==> config.mk <==
export PLATFORM = sky130hd
export DESIGN_NAME = rv_core_top
export DESIGN_NICKNAME = d
export VERILOG_FILES = /design/src/logic/rv_core_pkg.sv /design/src/logic/inst_decoder.sv /design/src/logic/core_ctrl_fsm.sv /design/src/logic/retire_counter.sv /design/src/logic/reg_file.sv /design/src/logic/exec_unit.sv /design/src/logic/rv_core_top.sv
export SDC_FILE = /design/constraint.sdc
export NUM_CORES = 2
export LEC_CHECK = 0
export ABC_CLOCK_PERIOD_IN_PS = 78600
export BUFFER_PORTS_ARGS = -buffer_cell sky130_fd_sc_hd__buf_2
export CORE_ASPECT_RATIO = 1.75
export CORE_MARGIN = 3
export CORE_UTILIZATION = 30
export CTS_BUF_LIST = sky130_fd_sc_hd__clkbuf_4
export DETAILED_ROUTE_END_ITERATION = 10
export GPL_TIMING_DRIVEN = 0
export PLACE_DENSITY = 0.48
export SLEW_MARGIN = 5
export SYNTH_ARGS = -nofsm -noshare
export SYNTH_HDL_FRONTEND = slang
export SYNTH_SLANG_ARGS = --single-unit
==> constraint.sdc <==
create_clock -name clk -period 78.6 [get_ports clk]
set_input_delay 11.79 -clock clk [delete_from_list [all_inputs] [get_ports clk]]
set_output_delay 11.79 -clock clk [all_outputs]
set_load 0.02 [all_outputs]
==> src/logic/rv_core_pkg.sv <==
`default_nettype none

package rv_core_pkg;

    typedef logic [4:0] reg_idx_t;

    // major opcodes of the kept instruction set
    localparam logic [6:0] OP_REG    = 7'b0110011;
    localparam logic [6:0] OP_IMM    = 7'b0010011;
    localparam logic [6:0] OP_LUI    = 7'b0110111;
    localparam logic [6:0] OP_AUIPC  = 7'b0010111;
    localparam logic [6:0] OP_BRANCH = 7'b1100011;
    localparam logic [6:0] OP_JAL    = 7'b1101111;
    localparam logic [6:0] OP_JALR   = 7'b1100111;
    localparam logic [6:0] OP_SYSTEM = 7'b1110011;

    typedef enum logic [4:0] {
        ADD,
        SUB,
        SLT,
        SLTU,
        AND,
        OR,
        XOR,
        SLL,
        SRL,
        SRA,
        PASS_B,  // lui
        BEQ,
        BNE,
        BLT,
        BGE,
        BLTU,
        BGEU
    } alu_op_e;

    typedef enum logic [2:0] {
        FETCH_REQ,
        FETCH_REL,
        DECODE,
        EXECUTE,
        HALT
    } ctrl_state_e;

    typedef enum logic [1:0] {
        NONE,
        EBREAK,
        ILLEGAL
    } halt_cause_e;

endpackage

`default_nettype wire

==> src/logic/inst_decoder.sv <==
`timescale 1ns/1ns
`default_nettype none

module inst_decoder import rv_core_pkg::*; (
    input  logic        clk,
    input  logic        rst,
    input  logic [31:0] imem_data,
    input  logic        inst_capture,
    input  logic        dec_en,
    output reg_idx_t    rs1,
    output reg_idx_t    rs2,
    output reg_idx_t    rd,
    output logic [31:0] imm,
    output alu_op_e     alu_op,
    output logic        src1_is_pc,
    output logic        src2_is_imm,
    output logic        gpr_we,
    output logic        is_branch,
    output logic        is_jal,
    output logic        is_jalr,
    output logic        is_ebreak,
    output logic        illegal
);

    logic [31:0] ir;  // instruction register
    logic [6:0]  opcode;
    logic [2:0]  funct3;
    logic [6:0]  funct7;
    logic [31:0] imm_i;
    logic [31:0] imm_b;
    logic [31:0] imm_u;
    logic [31:0] imm_j;

    alu_op_e     d_alu_op;
    logic [31:0] d_imm;
    logic        d_src1_is_pc;
    logic        d_src2_is_imm;
    logic        d_gpr_we;
    logic        d_is_branch;
    logic        d_is_jal;
    logic        d_is_jalr;
    logic        d_is_ebreak;
    logic        d_illegal;

    // funct3 to alu operation, alt picks sub / sra
    function automatic alu_op_e f3_to_op(input logic [2:0] f3, input logic alt);
        case (f3)
            3'd0:    return alt ? SUB : ADD;
            3'd1:    return SLL;
            3'd2:    return SLT;
            3'd3:    return SLTU;
            3'd4:    return XOR;
            3'd5:    return alt ? SRA : SRL;
            3'd6:    return OR;
            default: return AND;
        endcase
    endfunction

    assign opcode = ir[6:0];
    assign funct3 = ir[14:12];
    assign funct7 = ir[31:25];

    assign imm_i = {{20{ir[31]}}, ir[31:20]};
    assign imm_b = {{20{ir[31]}}, ir[7], ir[30:25], ir[11:8], 1'b0};
    assign imm_u = {ir[31:12], 12'b0};
    assign imm_j = {{12{ir[31]}}, ir[19:12], ir[20], ir[30:21], 1'b0};

    always_comb begin
        d_alu_op      = ADD;
        d_imm         = imm_i;
        d_src1_is_pc  = 1'b0;
        d_src2_is_imm = 1'b0;
        d_gpr_we      = 1'b0;
        d_is_branch   = 1'b0;
        d_is_jal      = 1'b0;
        d_is_jalr     = 1'b0;
        d_is_ebreak   = 1'b0;
        d_illegal     = 1'b0;
        case (opcode)
            OP_REG: begin
                d_alu_op  = f3_to_op(funct3, funct7[5]);
                d_gpr_we  = 1'b1;
                d_illegal = !(funct7 == 7'h00 ||
                              (funct7 == 7'h20 && (funct3 == 3'd0 || funct3 == 3'd5)));
            end
            OP_IMM: begin
                d_alu_op      = f3_to_op(funct3, funct3 == 3'd5 && funct7[5]);
                d_src2_is_imm = 1'b1;
                d_gpr_we      = 1'b1;
                d_illegal     = (funct3 == 3'd1 && funct7 != 7'h00) ||
                                (funct3 == 3'd5 && funct7 != 7'h00 && funct7 != 7'h20);
            end
            OP_LUI: begin
                d_alu_op      = PASS_B;
                d_imm         = imm_u;
                d_src2_is_imm = 1'b1;
                d_gpr_we      = 1'b1;
            end
            OP_AUIPC: begin
                d_imm         = imm_u;
                d_src1_is_pc  = 1'b1;
                d_src2_is_imm = 1'b1;
                d_gpr_we      = 1'b1;
            end
            OP_BRANCH: begin
                d_imm       = imm_b;
                d_is_branch = 1'b1;
                case (funct3)
                    3'd0:    d_alu_op = BEQ;
                    3'd1:    d_alu_op = BNE;
                    3'd4:    d_alu_op = BLT;
                    3'd5:    d_alu_op = BGE;
                    3'd6:    d_alu_op = BLTU;
                    3'd7:    d_alu_op = BGEU;
                    default: d_illegal = 1'b1;
                endcase
            end
            OP_JAL: begin
                d_imm         = imm_j;  // alu forms pc + imm target
                d_src1_is_pc  = 1'b1;
                d_src2_is_imm = 1'b1;
                d_gpr_we      = 1'b1;
                d_is_jal      = 1'b1;
            end
            OP_JALR: begin
                d_src2_is_imm = 1'b1;
                d_gpr_we      = 1'b1;
                d_is_jalr     = 1'b1;
                d_illegal     = funct3 != 3'd0;
            end
            OP_SYSTEM: begin
                d_is_ebreak = ir == 32'h0010_0073;
                d_illegal   = ir != 32'h0010_0073;  // ecall, csr, mret
            end
            default: d_illegal = 1'b1;  // loads, stores, fence
        endcase
    end

    always_ff @(posedge clk) begin
        if (inst_capture) begin
            ir <= imem_data;
        end
        if (dec_en) begin
            rs1 <= ir[19:15];
            rs2 <= ir[24:20];
            rd  <= ir[11:7];
            imm <= d_imm;
        end
    end

    always_ff @(posedge clk or posedge rst) begin
        if (rst) begin
            alu_op      <= ADD;
            src1_is_pc  <= 1'b0;
            src2_is_imm <= 1'b0;
            gpr_we      <= 1'b0;
            is_branch   <= 1'b0;
            is_jal      <= 1'b0;
            is_jalr     <= 1'b0;
            is_ebreak   <= 1'b0;
            illegal     <= 1'b0;
        end else if (dec_en) begin
            alu_op      <= d_alu_op;
            src1_is_pc  <= d_src1_is_pc;
            src2_is_imm <= d_src2_is_imm;
            gpr_we      <= d_gpr_we;
            is_branch   <= d_is_branch;
            is_jal      <= d_is_jal;
            is_jalr     <= d_is_jalr;
            is_ebreak   <= d_is_ebreak;
            illegal     <= d_illegal;
        end
    end

endmodule

`default_nettype wire

==> src/logic/core_ctrl_fsm.sv <==
`timescale 1ns/1ns
`default_nettype none

module core_ctrl_fsm import rv_core_pkg::*; (
    input  logic        clk,
    input  logic        rst,
    input  logic        imem_ack,
    input  logic        is_ebreak,
    input  logic        illegal,
    output logic        imem_req,
    output logic        inst_capture,
    output logic        dec_en,
    output logic        exec_en,
    output logic        halted,
    output halt_cause_e halt_cause
);

    ctrl_state_e state;
    logic        stop;

    assign stop         = is_ebreak || illegal;
    assign inst_capture = state == FETCH_REQ && imem_req && imem_ack;
    assign dec_en       = state == DECODE;
    assign exec_en      = state == EXECUTE && !stop;
    assign halted       = state == HALT;

    always_ff @(posedge clk or posedge rst) begin
        if (rst) begin
            state      <= FETCH_REQ;
            imem_req   <= 1'b0;
            halt_cause <= NONE;
        end else begin
            case (state)
                FETCH_REQ: begin
                    if (inst_capture) begin
                        imem_req <= 1'b0;  // instruction taken
                        state    <= FETCH_REL;
                    end else begin
                        imem_req <= 1'b1;
                    end
                end
                FETCH_REL: begin
                    if (!imem_ack) begin
                        state <= DECODE;
                    end
                end
                DECODE: state <= EXECUTE;
                EXECUTE: begin
                    if (stop) begin
                        state      <= HALT;
                        halt_cause <= illegal ? ILLEGAL : EBREAK;
                    end else begin
                        state <= FETCH_REQ;
                    end
                end
                default: state <= HALT;  // left only by reset
            endcase
        end
    end

endmodule

`default_nettype wire

==> src/logic/retire_counter.sv <==
`timescale 1ns/1ns
`default_nettype none

module retire_counter #(
    parameter int CNT_WIDTH = 16
) (
    input  logic                 clk,
    input  logic                 rst,
    input  logic                 exec_en,
    output logic [CNT_WIDTH-1:0] retired
);

    always_ff @(posedge clk or posedge rst) begin
        if (rst) begin
            retired <= '0;
        end else if (exec_en && retired != {CNT_WIDTH{1'b1}}) begin
            retired <= retired + 1'b1;  // sticks at max
        end
    end

endmodule

`default_nettype wire

==> src/logic/reg_file.sv <==
`timescale 1ns/1ns
`default_nettype none

module reg_file import rv_core_pkg::*; (
    input  logic        clk,
    input  logic        rst,
    input  reg_idx_t    rs1,
    input  reg_idx_t    rs2,
    input  reg_idx_t    rd,
    input  logic        gpr_we,
    input  logic        exec_en,
    input  logic [31:0] wb_data,
    input  reg_idx_t    dbg_addr,
    output logic [31:0] rs1_data,
    output logic [31:0] rs2_data,
    output logic [31:0] dbg_data
);

    logic [31:0] regs [1:31];  // no storage for x0

    function automatic logic [31:0] read_port(input reg_idx_t idx);
        return (idx == '0) ? 32'h0 : regs[idx];
    endfunction

    assign rs1_data = read_port(rs1);
    assign rs2_data = read_port(rs2);
    assign dbg_data = read_port(dbg_addr);

    always_ff @(posedge clk or posedge rst) begin
        if (rst) begin
            for (int i = 1; i < 32; i++) begin
                regs[i] <= 32'h0;
            end
        end else if (exec_en && gpr_we && rd != '0) begin
            regs[rd] <= wb_data;
        end
    end

endmodule

`default_nettype wire

==> src/logic/exec_unit.sv <==
`timescale 1ns/1ns
`default_nettype none

module exec_unit import rv_core_pkg::*; #(
    parameter logic [31:0] RESET_PC = 32'h0
) (
    input  logic        clk,
    input  logic        rst,
    input  logic        exec_en,
    input  logic [31:0] rs1_data,
    input  logic [31:0] rs2_data,
    input  logic [31:0] imm,
    input  alu_op_e     alu_op,
    input  logic        src1_is_pc,
    input  logic        src2_is_imm,
    input  logic        is_branch,
    input  logic        is_jal,
    input  logic        is_jalr,
    output logic [31:0] pc,
    output logic [31:0] wb_data
);

    logic [31:0] op_a;
    logic [31:0] op_b;
    logic [31:0] alu_res;
    logic        take;
    logic [31:0] pc_plus4;
    logic [31:0] next_pc;

    assign op_a     = src1_is_pc ? pc : rs1_data;
    assign op_b     = src2_is_imm ? imm : rs2_data;
    assign pc_plus4 = pc + 32'd4;

    always_comb begin
        alu_res = op_a + op_b;
        take    = 1'b0;
        case (alu_op)
            SUB:    alu_res = op_a - op_b;
            SLT:    alu_res = {31'b0, $signed(op_a) < $signed(op_b)};
            SLTU:   alu_res = {31'b0, op_a < op_b};
            AND:    alu_res = op_a & op_b;
            OR:     alu_res = op_a | op_b;
            XOR:    alu_res = op_a ^ op_b;
            SLL:    alu_res = op_a << op_b[4:0];
            SRL:    alu_res = op_a >> op_b[4:0];
            SRA:    alu_res = $signed(op_a) >>> op_b[4:0];
            PASS_B: alu_res = op_b;
            BEQ:    take = rs1_data == rs2_data;
            BNE:    take = rs1_data != rs2_data;
            BLT:    take = $signed(rs1_data) < $signed(rs2_data);
            BGE:    take = $signed(rs1_data) >= $signed(rs2_data);
            BLTU:   take = rs1_data < rs2_data;
            BGEU:   take = rs1_data >= rs2_data;
            default: ;
        endcase
    end

    assign wb_data = (is_jal || is_jalr) ? pc_plus4 : alu_res;

    always_comb begin
        if (is_branch && take) begin
            next_pc = pc + imm;
        end else if (is_jal || is_jalr) begin
            next_pc = {alu_res[31:1], 1'b0};  // alu holds the jump target
        end else begin
            next_pc = pc_plus4;
        end
    end

    always_ff @(posedge clk or posedge rst) begin
        if (rst) begin
            pc <= RESET_PC;
        end else if (exec_en) begin
            pc <= next_pc;
        end
    end

endmodule

`default_nettype wire

==> src/logic/rv_core_top.sv <==
`timescale 1ns/1ns
`default_nettype none

module rv_core_top import rv_core_pkg::*; #(
    parameter logic [31:0] RESET_PC  = 32'h0,
    parameter int          CNT_WIDTH = 16
) (
    input  logic                 clk,
    input  logic                 rst,
    output logic                 imem_req,
    output logic [31:0]          imem_addr,
    input  logic                 imem_ack,
    input  logic [31:0]          imem_data,
    output logic                 halted,
    output halt_cause_e          halt_cause,
    output logic [CNT_WIDTH-1:0] retired,
    input  reg_idx_t             dbg_addr,
    output logic [31:0]          dbg_data
);

    logic        inst_capture;
    logic        dec_en;
    logic        exec_en;
    reg_idx_t    rs1;
    reg_idx_t    rs2;
    reg_idx_t    rd;
    logic [31:0] imm;
    alu_op_e     alu_op;
    logic        src1_is_pc;
    logic        src2_is_imm;
    logic        gpr_we;
    logic        is_branch;
    logic        is_jal;
    logic        is_jalr;
    logic        is_ebreak;
    logic        illegal;
    logic [31:0] rs1_data;
    logic [31:0] rs2_data;
    logic [31:0] wb_data;

    core_ctrl_fsm u_ctrl (
        .clk          (clk),
        .rst          (rst),
        .imem_ack     (imem_ack),
        .is_ebreak    (is_ebreak),
        .illegal      (illegal),
        .imem_req     (imem_req),
        .inst_capture (inst_capture),
        .dec_en       (dec_en),
        .exec_en      (exec_en),
        .halted       (halted),
        .halt_cause   (halt_cause)
    );

    inst_decoder u_dec (
        .clk          (clk),
        .rst          (rst),
        .imem_data    (imem_data),
        .inst_capture (inst_capture),
        .dec_en       (dec_en),
        .rs1          (rs1),
        .rs2          (rs2),
        .rd           (rd),
        .imm          (imm),
        .alu_op       (alu_op),
        .src1_is_pc   (src1_is_pc),
        .src2_is_imm  (src2_is_imm),
        .gpr_we       (gpr_we),
        .is_branch    (is_branch),
        .is_jal       (is_jal),
        .is_jalr      (is_jalr),
        .is_ebreak    (is_ebreak),
        .illegal      (illegal)
    );

    reg_file u_rf (
        .clk      (clk),
        .rst      (rst),
        .rs1      (rs1),
        .rs2      (rs2),
        .rd       (rd),
        .gpr_we   (gpr_we),
        .exec_en  (exec_en),
        .wb_data  (wb_data),
        .dbg_addr (dbg_addr),
        .rs1_data (rs1_data),
        .rs2_data (rs2_data),
        .dbg_data (dbg_data)
    );

    exec_unit #(
        .RESET_PC (RESET_PC)
    ) u_exec (
        .clk         (clk),
        .rst         (rst),
        .exec_en     (exec_en),
        .rs1_data    (rs1_data),
        .rs2_data    (rs2_data),
        .imm         (imm),
        .alu_op      (alu_op),
        .src1_is_pc  (src1_is_pc),
        .src2_is_imm (src2_is_imm),
        .is_branch   (is_branch),
        .is_jal      (is_jal),
        .is_jalr     (is_jalr),
        .pc          (imem_addr),  // fetch address is the pc
        .wb_data     (wb_data)
    );

    retire_counter #(
        .CNT_WIDTH (CNT_WIDTH)
    ) u_retire (
        .clk     (clk),
        .rst     (rst),
        .exec_en (exec_en),
        .retired (retired)
    );

endmodule

`default_nettype wire

=== Word level (Yosys, flattened, before mapping) ===
Cells that the tools add are included.

* Register bits: 1138
* Input bits: 40

* Add/subtract/negate cells: 5
* Order comparisons: 11
* Eq/ne operators: 44
* Shift operators: 3
* Multiplexer cells: 46
* Bitwise operators: 7
* Reductions and logical operators: 37

{| class="wikitable"
|+ Operators by type and width
! kind !! count
|-
| bitwise mux 992 bit || 1
|-
| binary-select mux 32 bit (select 5 bit) || 3
|-
| 2-to-1 mux 32 bit || 15
|-
| case mux 32 bit (10 select lines) || 1
|-
| demux 32 bit (select 5 bit) || 1
|-
| < comparator 32 bit || 4
|-
| case mux 31 bit (3 select lines) || 1
|-
| case mux 5 bit (7 select lines) || 2
|-
| adder 32 bit || 2
|-
| >= comparator 32 bit || 2
|-
| == test 5 x 4 -> 1 bit (second input constant) || 8
|-
| adder 32 x 3 -> 32 bit (second input constant) || 1
|-
| AND 32 bit || 1
|-
| == test 32 x 21 -> 1 bit (second input constant) || 1
|-
| == test 32 bit || 1
|-
| inequality test 32 x 21 -> 1 bit (second input constant) || 1
|-
| inequality test 32 bit || 1
|-
| bitwise OR 32 bit || 1
|-
| << shifter 32 x 5 -> 32 bit || 1
|-
| right shift 32 x 5 -> 32 bit || 1
|-
| >>> shifter 32 x 5 -> 32 bit || 1
|-
| subtractor 32 bit || 1
|-
| XOR 32 bit || 1
|-
| case mux 5 bit (6 select lines) || 1
|-
| other kinds (37) || 100
|}

=== Logic depth before layout (Yosys ltp) ===
* Depth after elaboration: 10
* Depth in mapped cells: 30
* Gate-level depth less buffers: 20

=== Cells and area by module ===
From an unflattened synthesis, not the netlist that was laid out.

* Cell total of the unflattened synthesis: 7976
* Area, all modules: 82989.6 um2

{| class="wikitable"
|+ Modules (own cells, without submodules)
! module !! times used !! cells an instance !! area each (um2) !! seq. area each (um2)
|-
| reg_file || 1 || 5425 || 62740.2 || 24823.8
|-
| exec_unit || 1 || 2217 || 15466.1 || 800.8
|-
| inst_decoder || 1 || 232 || 3656.0 || 2697.6
|-
| retire_counter || 1 || 71 || 805.8 || 400.4
|-
| core_ctrl_fsm || 1 || 31 || 321.6 || 150.1
|}

=== Least setup slack after synthesis ===
No wires, ideal clock.

* Path type: input -> output
* Start: in dbg_addr[0]
* End: out dbg_data[26]
* Arrival: 14215 ps
* Data required time: 66810 ps
* Path slack: 52595 ps
* Stages: 6
* Cell sequence: clkbuf_1 clkbuf_1 clkbuf_1 mux4_2 mux4_2 mux2_2

* Word-level cells in the longest chain between the ends: 5
* Elaborated cells between the ends (all ways): 6
* Classes of those cells: mux (4); bitwise (1); reduce/logical (1)

{| class="wikitable"
|+ Ends and longest elaborated chain
! item !! line !! RTL
|-
| from (decl) || rv_core_top.sv:17 || <nowiki>input reg_idx_t dbg_addr,</nowiki>
|-
| inverter 5 -> 6 bit (implied by the code) || reg_file.sv:22 || <nowiki>return (idx == '0) ? 32'h0 : regs[idx];</nowiki>
|-
| binary-select mux 32 bit (select 5 bit) || reg_file.sv:22 ||
|-
| 2-to-1 mux 32 bit (implied by the code) (2 in a row) || reg_file.sv:22 ||
|-
| 2-to-1 mux 32 bit * || reg_file.sv:22 ||
|-
| to (decl) || rv_core_top.sv:18 || <nowiki>output logic [31:0] dbg_data</nowiki>
|}

Mark *: on every way between the ends. The rest lies on a longest branch, timed or not. The select of a mux whose other input is x is not followed.

=== Final worst setup path ===
* Start: in dbg_addr[1]
* End: out dbg_data[29]

Same word-level chain as after synthesis.

==> results.md <==
- Status: finished, violations left
- Violated checks: capacitance limit, slew limit
- Final Hold Viols: 0
- Netlist cell types: 112
- Initial DRC count: 10691
- DR vias/cell: approximately 6.8
- Fmax: 34.9 MHz
- DR DRC count: 0
- Area grow syn2layout: 13.3%
- Maximum fanout along the worst path: 12
- Starting Density: 30.3%
- CTS Buf Count: 306
- Comb power frac: 3.5%
- Yosys warnings: 0
- Tmin final: 28.69 ns
- Final period utilization: 36.5%
- CTS tree: yes
- Final #Nets: ~8400
- Pleak: 37.9 nW
- Switching part of the total: between 20% and 30%
- Initial antenna violation count: 80
- Setup TNS: 0 ns
- Commonest non-fill, non-tap cell in the layout: nand2_1
- DR WL met2: 280000 um
- Hold_buf cts: 0
- Post-Syn Instances: ~7700
- Total chip power: 1.21 mW
- Final-report max-slew violation count: 109
- Layout Skew: approximately 0.20 ns
- DR top layer: met5
- Class of the worst hold path: flip-flop to flip-flop
- WL/cell: 50.8 um
- Clock Latency Late Sink: 1.44 ns
- Max-cap violation count: 16
- First drt pass iteration count: 8
- Die X: 397 um
- VDD IR max: 0.0000123 V
- Core box area: about 270000 sq um
- Most frequent cells in the layout: nand2_1, dfrtp_1, mux4_2
- Post-CTS Setup Inserts: 0
- Slew Limit Headroom: -8.15%
- Top Family by Delay on Critical Path: buffers and inverters
- PostCTS Resize Cnt: 0
- Die height: 691 um
- Syn nets: 7868
- Antenna Violating Nets Remaining: 0
- Row count: 250
- Final Non-Filler Cells: 11975
- Met3 WL: 56900 um
- Async SR Flop Fraction: 93.1%
- CP most frequent cell: clkbuf_1
- Vias in the first global route: 78615
- Placed insts: 11377
- First-pass GRT wire length: 786000 um
- Pwr dens: ~13 nW/um^2
- Hold_ws: 0.487 ns
- Unrepaired setup endpoints after global routing: false
- Worst setup SP type: input port
- WL final: a little over 600000 um
- Required time of the critical path: 66.81 ns
- Largest net degree at the start of global routing: 115
- CP Cell Sequence: clkbuf_1 > clkbuf_1 > clkbuf_2 > clkbuf_1 > mux4_2 > mux4_2 > mux2_2 > buf_2
- CP endpoint kind: primary output
- Gpl congestion: 1.09
- Layout fillers: 27485
- Clock tree buffer depth: 4
- Clock-pin slew on the worst setup and hold paths: roughly 0.06 ns
- Yosys reg bits: 1138
- Final Util: 34.3%
- Buf/Inv on CP: 5
- Synth top area share: 32.9%
- Clk pwr share: 47.6%
- WP data arrival: 16.90 ns
- Area leader, netlist: dfrtp_1
- GRT Residual Overflow: 0
- Final setup vio count: 0
- Setup CP Type: input port to primary output
- Worst-Margin Slew: 1.58 ns
- Main flop type after synthesis: dfrtp_1
- Layout cells sized above 1: 24.6%
- Part of the power in registers: between 40% and 50%
- Sequential share of the synthesized area: 35.9%
- Sink Count: 1138
- Net switching power: 0.344 mW
- EDFF count, synth: 79
- Crit path largest cell delay: 1.13 ns
- DIE AREA: 275000 sq um
- CP max stage cell: clkbuf_1
- Htree depth: 5
- Tot GR Track Use: 43.4%
- Internal power: around 0.87 mW
- Clk root buf: clkbuf_4
- Mapped cell area: 80500 sq um
- Avg Cell Area, Syn: 10.5 sq um
- M1 wire length: approximately 180000 um
- Post-DP HPWL: roughly 480000 um
- Vias: between 80000 and 90000
- Largest cells by area after synthesis: dfrtp_1, mux4_2, nand2_1, mux2i_1, mux2_2
- Count of buffers from port buffering: 118
- Io pins: 124
==> Yosys cell counts (141+ instances only) <==
cell type and count:
o21ai_0 461, a21oi_1 210, o21ai_1 532, nand2_1 1145, nor2_1 294, dfrtp_1 1059, mux4_2 633, mux2_2 305
buf_2 141, nand3_1 144, clkbuf_1 399, ha_1 162, mux2i_1 396
==> path summary, 6_finish.rpt <==
check	from	endpoint	slack [ns]	cells after the start
min in group asynchronous	rst	u_rf.regs[428]	10.45	2
worst max register to register	u_dec.rs2[1]	u_rf.regs[986]	66.08	27
worst min-delay path	u_retire.retired[14]	u_retire.retired[14]	0.49	1
worst max-delay path	dbg_addr[1]	dbg_data[29]	49.91	8
max in group asynchronous	rst	u_rf.regs[575]	65.01	7
worst min register to register	u_retire.retired[14]	u_retire.retired[14]	0.49	1
==> flip-flops by register name (all words and copies together) (netlist names), 5 cells and up <==
signal            flops
u_rf.regs           992
u_dec.imm            32
u_dec.rd              5
u_retire.retired     16
u_dec.ir             32
u_dec.alu_op          5
u_dec.rs2             5
u_dec.rs1             5
u_exec.pc            32
==> cells by family after synthesis <==
kind of cell	synth area share, %
simple gates	10.5
mux	28.4
flops	35.9
xor+xnor	0.936
compound gates	16.3
fa+ha+maj	2.59
buf+inv	5.39
==> power groups by stage <==
| stage | registers, mW | logic (mW) | clock network, mW |
|---|---|---|---|
| after floorplan | 0.603 | 0.0213 | 0 |
| after global placement | 0.604 | 0.0399 | 0 |
| after detailed placement | 0.602 | 0.0424 | 0 |
| after CTS | 0.591 | 0.0425 | 0.577 |
| after global routing | 0.590 | 0.0434 | 0.602 |
| final | 0.591 | 0.0428 | 0.577 |
==> metal layers <==
layer / GRT usage, % / vias up
met2: 68.4 / 6558
met5: 0.513 / -
li1: - / 30365
met4: 53.1 / 30
met1: 40.2 / 40911
met3: 14.7 / 3002
==> area by class of cell <==
| type | instances | area (sq um) | area share, % |
|---|---|---|---|
| inverter | 128 | 488 | 0.535 |
| antenna | 67 | 168 | 0.184 |
| clock inverter | 110 | 636 | 0.697 |
| tap | 3528 | 4410 | 4.84 |
| sequential | 1138 | 28900 | 31.7 |
| timing repair buffer | 195 | 1790 | 1.97 |
| multi-input combinational | 5672 | 47700 | 52.4 |
| clock buffer | 412 | 3090 | 3.39 |
| buffer | 725 | 3950 | 4.33 |
==> stage by stage <==
stage | area [sq um] | setup slack (ns)
3_5_place_dp | 87100 | 50.22
5_1_grt | 91000 | 50.17
4_1_cts | 90800 | 50.21
3_3_place_gp | 85500 | 22.37
2_1_floorplan | 80500 | 37.00
6_report | 91100 | 49.91
Power figures use the tool's default switching activity.
